## src/rtl/msg_pkg.sv

```systemverilog
package msg_pkg;

  // ************************************************************
  // Stream word
  // ************************************************************

  // Host stream word width
  localparam int MSG_WIDTH = 32;

  typedef logic [MSG_WIDTH-1:0] msg_t;

  // All ones marks the end of a stream
  localparam msg_t EOS_WORD = '1;

  // ************************************************************
  // FIFO sizing
  // ************************************************************

  // Ingress holds host writes, egress holds host reads
  localparam int WR_FIFO_DEPTH = 16;
  localparam int RD_FIFO_DEPTH = 16;

  // Free entries left when almost_full rises
  localparam int AF_MARGIN = 2;

  // Occupancy must reach the full depth, so one extra count
  localparam int MAX_FIFO_DEPTH =
    (WR_FIFO_DEPTH > RD_FIFO_DEPTH) ? WR_FIFO_DEPTH : RD_FIFO_DEPTH;
  localparam int LEVEL_WIDTH = $clog2(MAX_FIFO_DEPTH + 1);

  typedef logic [LEVEL_WIDTH-1:0] fifo_level_t;

endpackage

```

## src/rtl/msg_fifo_if.sv

```systemverilog
`timescale 1ns/10ps

interface msg_fifo_if;

  import msg_pkg::*;

  // Producer side
  logic push;
  msg_t push_data;

  // Consumer side
  logic pop;

  // FIFO status, head is valid while empty is low
  msg_t head;
  logic empty;
  logic almost_full;
  logic overflow;

  // The FIFO itself
  modport store (
    input  push,
    input  push_data,
    input  pop,
    output head,
    output empty,
    output almost_full,
    output overflow
  );

  // Writer into the FIFO
  modport fill (
    output push,
    output push_data,
    input  empty,
    input  almost_full,
    input  overflow
  );

  // Reader out of the FIFO
  modport drain (
    output pop,
    input  head,
    input  empty
  );

endinterface

```

## src/rtl/msg_fifo.sv

```systemverilog
`timescale 1ns/10ps

module msg_fifo #(
  parameter int DEPTH = msg_pkg::WR_FIFO_DEPTH
) (
  input logic       bus_clk,
  input logic       rst,
  msg_fifo_if.store port
);

  import msg_pkg::*;

  localparam int PTR_WIDTH = (DEPTH > 1) ? $clog2(DEPTH) : 1;

  // Occupancy thresholds
  localparam fifo_level_t FULL_LEVEL = fifo_level_t'(DEPTH);
  localparam fifo_level_t AF_LEVEL   = fifo_level_t'(DEPTH - AF_MARGIN);

  // Last valid pointer value before wrapping
  localparam logic [PTR_WIDTH-1:0] LAST_PTR = PTR_WIDTH'(DEPTH - 1);

  msg_t                 mem [DEPTH];
  logic [PTR_WIDTH-1:0] wr_ptr;
  logic [PTR_WIDTH-1:0] rd_ptr;
  fifo_level_t          level;
  logic                 full;
  logic                 do_push;
  logic                 do_pop;
  logic                 overflow_q;

  function automatic logic [PTR_WIDTH-1:0] next_ptr(input logic [PTR_WIDTH-1:0] ptr);
    logic [PTR_WIDTH-1:0] nxt;
    if (ptr == LAST_PTR) begin
      nxt = '0;
    end else begin
      nxt = ptr + 1'b1;
    end
    return nxt;
  endfunction

  // ************************************************************
  // Accept rules
  // ************************************************************

  assign full = (level == FULL_LEVEL);

  // Push to a full buffer is lost
  assign do_push = port.push && !full;
  // Pop while empty does nothing
  assign do_pop  = port.pop && (level != '0);

  // ************************************************************
  // Storage and pointers
  // ************************************************************

  always_ff @(posedge bus_clk) begin
    if (do_push) begin
      mem[wr_ptr] <= port.push_data;
    end
  end

  always_ff @(posedge bus_clk) begin
    if (rst) begin
      wr_ptr <= '0;
      rd_ptr <= '0;
      level  <= '0;
    end else begin
      if (do_push) begin
        wr_ptr <= next_ptr(wr_ptr);
      end
      if (do_pop) begin
        rd_ptr <= next_ptr(rd_ptr);
      end
      case ({do_push, do_pop})
        2'b10:   level <= level + 1'b1;
        2'b01:   level <= level - 1'b1;
        default: level <= level;
      endcase
    end
  end

  // Sticky until reset
  always_ff @(posedge bus_clk) begin
    if (rst) begin
      overflow_q <= 1'b0;
    end else if (port.push && full) begin
      overflow_q <= 1'b1;
    end
  end

  // ************************************************************
  // Status
  // ************************************************************

  // First word fall through
  assign port.head        = mem[rd_ptr];
  assign port.empty       = (level == '0);
  assign port.almost_full = (level >= AF_LEVEL);
  assign port.overflow    = overflow_q;

endmodule

```

## src/rtl/msg_relay.sv

```systemverilog
`timescale 1ns/10ps

module msg_relay (
  input  logic      bus_clk,
  input  logic      rst,
  input  logic      rd_open,
  msg_fifo_if.drain src,
  msg_fifo_if.fill  dst,
  output logic      rd_eof
);

  import msg_pkg::*;

  logic take;
  logic keep;
  logic hold_valid;
  msg_t hold_data;
  logic eos_push;
  logic eos_seen;

  // ************************************************************
  // Ingress side
  // ************************************************************

  // Drain whenever a word waits and egress has room.
  // This runs even with the read stream closed.
  assign take    = !src.empty && !dst.almost_full;
  assign src.pop = take;

  // Closed stream throws the word away
  assign keep = take && rd_open;

  // ************************************************************
  // Hold stage
  // ************************************************************

  always_ff @(posedge bus_clk) begin
    if (rst) begin
      hold_valid <= 1'b0;
    end else begin
      hold_valid <= keep;
    end
  end

  always_ff @(posedge bus_clk) begin
    if (keep) begin
      hold_data <= src.head;
    end
  end

  // Held word goes to egress on the next edge
  assign dst.push      = hold_valid;
  assign dst.push_data = hold_data;

  // ************************************************************
  // End of stream
  // ************************************************************

  assign eos_push = hold_valid && (hold_data == EOS_WORD);

  always_ff @(posedge bus_clk) begin
    if (rst || !rd_open) begin
      eos_seen <= 1'b0;
    end else if (eos_push) begin
      eos_seen <= 1'b1;
    end
  end

  // Only once everything up to the marker has been read out
  assign rd_eof = eos_seen && dst.empty;

endmodule

```

## src/rtl/msg_bridge_top.sv

```systemverilog
`timescale 1ns/10ps

module msg_bridge_top (
  input  logic          bus_clk,
  input  logic          rst,

  // Host write stream
  input  logic          wr_wren,
  input  msg_pkg::msg_t wr_data,
  output logic          wr_full,
  output logic          wr_overflow,

  // Host read stream
  input  logic          rd_rden,
  input  logic          rd_open,
  output msg_pkg::msg_t rd_data,
  output logic          rd_empty,
  output logic          rd_eof
);

  import msg_pkg::*;

  msg_fifo_if ingress_if ();
  msg_fifo_if egress_if ();

  // ************************************************************
  // Host port mapping
  // ************************************************************

  // Write stream fills ingress
  assign ingress_if.push      = wr_wren;
  assign ingress_if.push_data = wr_data;

  // Host backs off early, at almost full
  assign wr_full     = ingress_if.almost_full;
  assign wr_overflow = ingress_if.overflow;

  // Read stream drains egress
  assign egress_if.pop = rd_rden;
  assign rd_data       = egress_if.head;
  assign rd_empty      = egress_if.empty;

  // ************************************************************
  // Datapath
  // ************************************************************

  msg_fifo #(
    .DEPTH (WR_FIFO_DEPTH)
  ) u_ingress_fifo (
    .bus_clk (bus_clk),
    .rst     (rst),
    .port    (ingress_if.store)
  );

  msg_relay u_relay (
    .bus_clk (bus_clk),
    .rst     (rst),
    .rd_open (rd_open),
    .src     (ingress_if.drain),
    .dst     (egress_if.fill),
    .rd_eof  (rd_eof)
  );

  // Egress overflow is left unread since the relay
  // stops at almost full
  msg_fifo #(
    .DEPTH (RD_FIFO_DEPTH)
  ) u_egress_fifo (
    .bus_clk (bus_clk),
    .rst     (rst),
    .port    (egress_if.store)
  );

endmodule

```

## config.mk

```make
export PLATFORM = sky130hd
export DESIGN_NAME = msg_bridge_top
export DESIGN_NICKNAME = d
export VERILOG_FILES = /design/src/rtl/msg_pkg.sv /design/src/rtl/msg_fifo_if.sv /design/src/rtl/msg_fifo.sv /design/src/rtl/msg_relay.sv /design/src/rtl/msg_bridge_top.sv
export SDC_FILE = /design/constraint.sdc
export NUM_CORES = 1
export LEC_CHECK = 0
export BUFFER_PORTS_ARGS = -buffer_cell sky130_fd_sc_hd__clkbuf_2
export CAP_MARGIN = 20
export CELL_PAD_IN_SITES_DETAIL_PLACEMENT = 1
export CELL_PAD_IN_SITES_GLOBAL_PLACEMENT = 1
export CORE_UTILIZATION = 56
export DETAILED_ROUTE_END_ITERATION = 6
export PLACE_DENSITY = 0.85
export SLEW_MARGIN = 20
export SYNTH_ARGS = -nofsm -noshare
export SYNTH_HDL_FRONTEND = slang
export SYNTH_SLANG_ARGS = --single-unit
```

## constraint.sdc

```tcl
create_clock -name bus_clk -period 4.9 [get_ports bus_clk]
set_clock_uncertainty 0.05 [all_clocks]
set_input_delay 0.98 -clock bus_clk [delete_from_list [all_inputs] [get_ports bus_clk]]
set_output_delay 0.98 -clock bus_clk [all_outputs]
set_load 0.02 [all_outputs]
```

Word level (Yosys, flattened, before mapping)
Memories as Yosys holds them, arrays and structs flattened. A register that Yosys moved wholly into a read port is not among the register bits.
Cells that the tools add are included.

storage, ports and cells
  register bits = 29
  memory bits (writable) = 1,024
  bits of input ports = 37
  output and inout bits = 36
  word-level logic and storage cells = 65
  memories = 2

operators by class
  add/subtract/negate cells = 8
  $lt $le $gt $ge = 2
  eq/ne operators = 11
  mux-type cells = 12
  reduce and logical (&&, ||, !) cells = 21

memory list
  memory              words  bits a word  rd ports  clocked after Yosys merged registers in  wr ports  RTL line        text
  u_egress_fifo.mem   16     32           1         1                                        1         msg_fifo.sv:22  msg_t mem [DEPTH];
  u_ingress_fifo.mem  16     32           1         1                                        1         msg_fifo.sv:22

operators with widths
  cell                    count
  $eq A32 B32 Y1 const B  1
  $mux W4                 6
  $pmux W5 S2             2
  $add A4 B1 Y4 const B   4
  $eq A4 B4 Y1 const B    4
  $add A5 B1 Y5 const B   2
  $eq A5 B5 Y1 const B    2
  $ge A5 B4 Y1 const B    2
  $logic_not A5 Y1        2
  $reduce_bool A5 Y1      2
  $sub A5 B1 Y5 const B   2
  $logic_and A1 B1 Y1     9
  $logic_not A1 Y1        5
  $eq A2 B1 Y1 const B    2
  $eq A2 B2 Y1 const B    2
  $mux W1                 4
  $reduce_bool A2 Y1      2
  $logic_or A1 B1 Y1      1

Logic depth before layout (Yosys ltp)
  depth in word-level cells = 6
  mapped depth = 10
  mapped depth without buffers = 10

Hierarchy
A second synthesis with hierarchy kept.

unflattened totals
  cell total of the unflattened synthesis = 1,717
  area, all modules = 41,777.6 sq um

by module, submodules not included
  module     times used  cells an instance  area each (sq um)  sequential area each (sq um)
  msg_fifo   2           833                20,328.2           15,735.1
  msg_relay  1           51                 1,121.1            1,001.0

Worst setup path before layout
OpenSTA, ideal clock, no wires.

  kind = input-to-reg
  start = in wr_wren
  end = mem u_ingress_fifo.mem[1][0] (netlist bit), enable pin
  library setup time = 461 ps
  arrival = 3,548 ps
  required time = 4,389 ps
  slack = 841 ps
  stages = 3
  buffers on the path = 0
  cell sequence = a21boi_2 -> nand2_1 -> nor3_1

between the ends
  word-level cells in the longest chain between the ends = 3

ends and longest elaborated chain
  element                        RTL line             text
  start, declared                msg_bridge_top.sv:8  input logic wr_wren,
  $logic_and A1 B1 Y1            msg_fifo.sv:48       assign do_push = port.push && !full;
  $mux W1                        msg_fifo.sv:57       if (do_push) begin
  $mux W1 (not written as such)  msg_fifo.sv:58       mem[wr_ptr] <= port.push_data;
  end, declared                  msg_fifo.sv:22

No other way between the ends.

==> out/qor.yml <==
timing:
  max_clock_freq_mhz: 258
  fin_setup_tns_ns: 0
  finalCriticalPeriod_ns: 3.87
  final_hold_viol_count: 0
  rsz0062_at_grt: "no"
  worst_slew_pin_slew_ns: 1.17
  drv_slew: 0
  setup_ws_ns: 1.03
  timing.final.crit_share: 0.790
  whs_ns: 0.454
  relSlewSlack: 0.219
  finalSetupViolCount: 0
worst_setup_path:
  cp_cell_sequence: "buf_12 -> mux4_2 -> a22oi_1 -> nand2_1 -> clkbuf_2"
  max_stage_delay_ns: 0.60
  r2r_end: "u_ingress_fifo.level[4]"
  r2r_setup_slack_ns: 1.68
  crit_fanout: 72
  cp_slowest_cell: "mux4_2"
  r2r_start: "u_ingress_fifo.level[1]"
  critical_path_buf_inv_count: 2
  cpLargestDelayFamily: "buffers and inverters"
  crit_path_start_kind: "flip-flop"
  cp.arrival_ns: 2.84
  cp_num_cells: 5
  critPathCaptureType: "primary output"
  worstRegToRegCells: 10
  criticalPathCategory: "reg2out"
  required_ns: 3.87
logic_synthesis:
  ys_seq_area_frac: 0.786
  synth_fp_nets: 1909
  synth_edf_count: 1056
  synthArstFlopShare: 0
  synth_ff_type: "edfxtp_1"
  syn_area_um2: 41200
  yosys.cell_count.top_type: "edfxtp_1"
  synthTopCellsByArea: "edfxtp_1 77%, mux4_2 14%, a22oi_1 2.3%"
  yosys-top-cells-count: "1056 x edfxtp_1, 256 x mux4_2, 128 x a22oi_1"
  yosysTopAreaCell: "edfxtp_1"
  ys_ff_latch: 1089
  avgSynthCellArea_um2: 22.2
  netlist_instances: 1852
  synth_top_cell_area_share: 0.770
  yosysWarnings: 0
  synth_cell_type_count: 49
route:
  post_drt_wl_per_cell_um: 34.1
  avgViaCountPerCell: 6.65
  wl_um: 103000
  dr_total_vias: 20100
  drt_iter0_drc: 2080
  dr.pass1.iters: 5
  ant_nets: 0
  drc: 0
clocking:
  clk_pin_slew_ns: 0.06
  cts_buffers: 104
  cts-root-buf: "clkbuf_16"
  clockBufferDepth: 3
  htreeDepth: 3
  cts_post_setup_buffers_inserted: 0
  tritoncts: "done"
  hold_buffers: 0
  cts_resized: 0
  worstSkewPairLatency_ns: 0.66
  cts.sinks: 1089
finish:
  final_layout_size_suffix_gt1_frac: 0.280
  final_nets: 2041
  syn_to_final_growth_pct: 12.8
grt:
  grt_antenna_before_repair: 8
  grt_pass1_vias: 21600
  grt_usage: 0.282
  grt_pass1_wl_um: 149000
  grt_max_degree: 129
  grt_remaining_overflow: 0
placed_design:
  io_buffers: 72
  dpl_worst_slack_ns: 1.54
  place_hpwl_um: 56600
  gp_congestion: 0.753
hold_path:
  min_from: "u_ingress_fifo.port.overflow"
  hold_class: "reg2reg"
  worstHoldEndpoint: "u_ingress_fifo.port.overflow"
  holdPathStages: 2
power:
  leakagePower_nw: 14.6
  vdd_drop_max_v: 0.000362
  power_density_nw_per_um2: 513
outcome:
  outcome: "finished, final reports clean"
floorplanning:
  coreArea_um2: 72800
  start_util: 0.565
  ios: 73
  die_w_um: 273
  die_h_um: 273
  die-area_um2: 74600
  num_rows: 99
run:
  maxCapViolCount: 0
## cell families (layout without fill, tap and decap cells)
family,Yosys count,in the layout,synth area share
flops,1089,1089,0.786
mux,264,264,0.142
simple gates,191,191,0.0207
compound gates,168,168,0.0302
buf+inv,112,326,0.0127
fa+ha+maj,20,20,0.00644
xor+xnor,8,8,0.00170
other cells,0,2,0
## cells in the final DEF (no fill, tap or decap), drive strengths merged, types with 4 or more instances in the layout
cell and n:
a21boi 4, a21oi 16, a22oi 128, a31oi 4, buf 52, bufinv 13, clkbuf 198, clkinv 45
dfxtp 33, edfxtp 1056, ha 18, inv 15, mux2i 7, mux4 256, nand2 81, nand2b 5
nand3 6, nand4 8, nor2 57, nor2b 4, nor3 9, nor4 4, o211ai 4, or4 4
xor2 7
## power by group
group	leakage, nW	total (mW)	internal (mW)	switching, mW
Sequential	9.80	11.9	11.1	0.832
Clock	1.67	8.12	4.70	3.42
Combinational	3.08	3.78	1.73	2.04
## flip-flops by register name (all words and copies together), names as in the netlist, named ones only
| name | flops |
|---|---|
| u_ingress_fifo.wr_ptr | 4 |
| u_ingress_fifo.mem | 512 |
| u_relay.eos_seen | 1 |
| u_ingress_fifo.port.overflow | 1 |
| u_egress_fifo.mem | 512 |
| u_egress_fifo.wr_ptr | 4 |
| u_ingress_fifo.level | 5 |
| u_relay.dst.push_data | 32 |
| u_relay.dst.push | 1 |
| u_egress_fifo.rd_ptr | 4 |
| u_ingress_fifo.rd_ptr | 4 |
| u_egress_fifo.level | 5 |
## metal layers
metal,up-vias,wire [um],global-route usage,part of all wire
met5,-,52,0,0.00050
met4,8,3140,0.0907,0.030
met3,218,7360,0.0447,0.071
met2,1050,55100,0.501,0.53
met1,10800,37500,0.357,0.36
li1,8076,-,-,-
## area by class of cell
class / instances / area [um^2]
flip-flops and latches: 1089 / 32400
fillers: 5785 / 26400
multi-input cells: 651 / 8550
clock buffers: 126 / 2780
well taps: 959 / 1200
repair buffers: 124 / 826
clock inverters: 62 / 633
inverters: 14 / 52.6
diodes: 2 / 5.00
## worst min-delay path: stages (launching register included)
cell,delay (ns)
dfxtp_1,0.35
a31oi_1,0.05
nor2_1,0.07
## through the flow
step / utilization / instances / total power [mW] / area (um^2)
after detailed placement: 0.591 / 2837 / 15.9 / 43000
final: 0.638 / 3027 / 23.8 / 46400
after floorplan: - / 1852 / 14.5 / 41200
after global routing: 0.638 / 3026 / 24.5 / 46400
after CTS: 0.637 / 3025 / 24.0 / 46400
after global placement: 0.591 / 2837 / 15.6 / 43000
## worst max-delay path by stage
| stage | slack, ns | endpoint | startpoint |
|---|---|---|---|
| 3_5_place_dp | 1.54 | u_ingress_fifo.level[4] | wr_wren |
| 2_1_floorplan | 0.84 | u_ingress_fifo.mem[1][0] | wr_wren |
| 3_3_place_gp | 1.58 | u_ingress_fifo.level[4] | wr_wren |
| 4_1_cts | 0.99 | rd_data[24] | flip-flop |
| 5_1_grt | 0.87 | rd_data[24] | flip-flop |
| 6_report | 1.03 | rd_data[24] | flip-flop |
No activity file was read; power rests on OpenSTA's default activity.
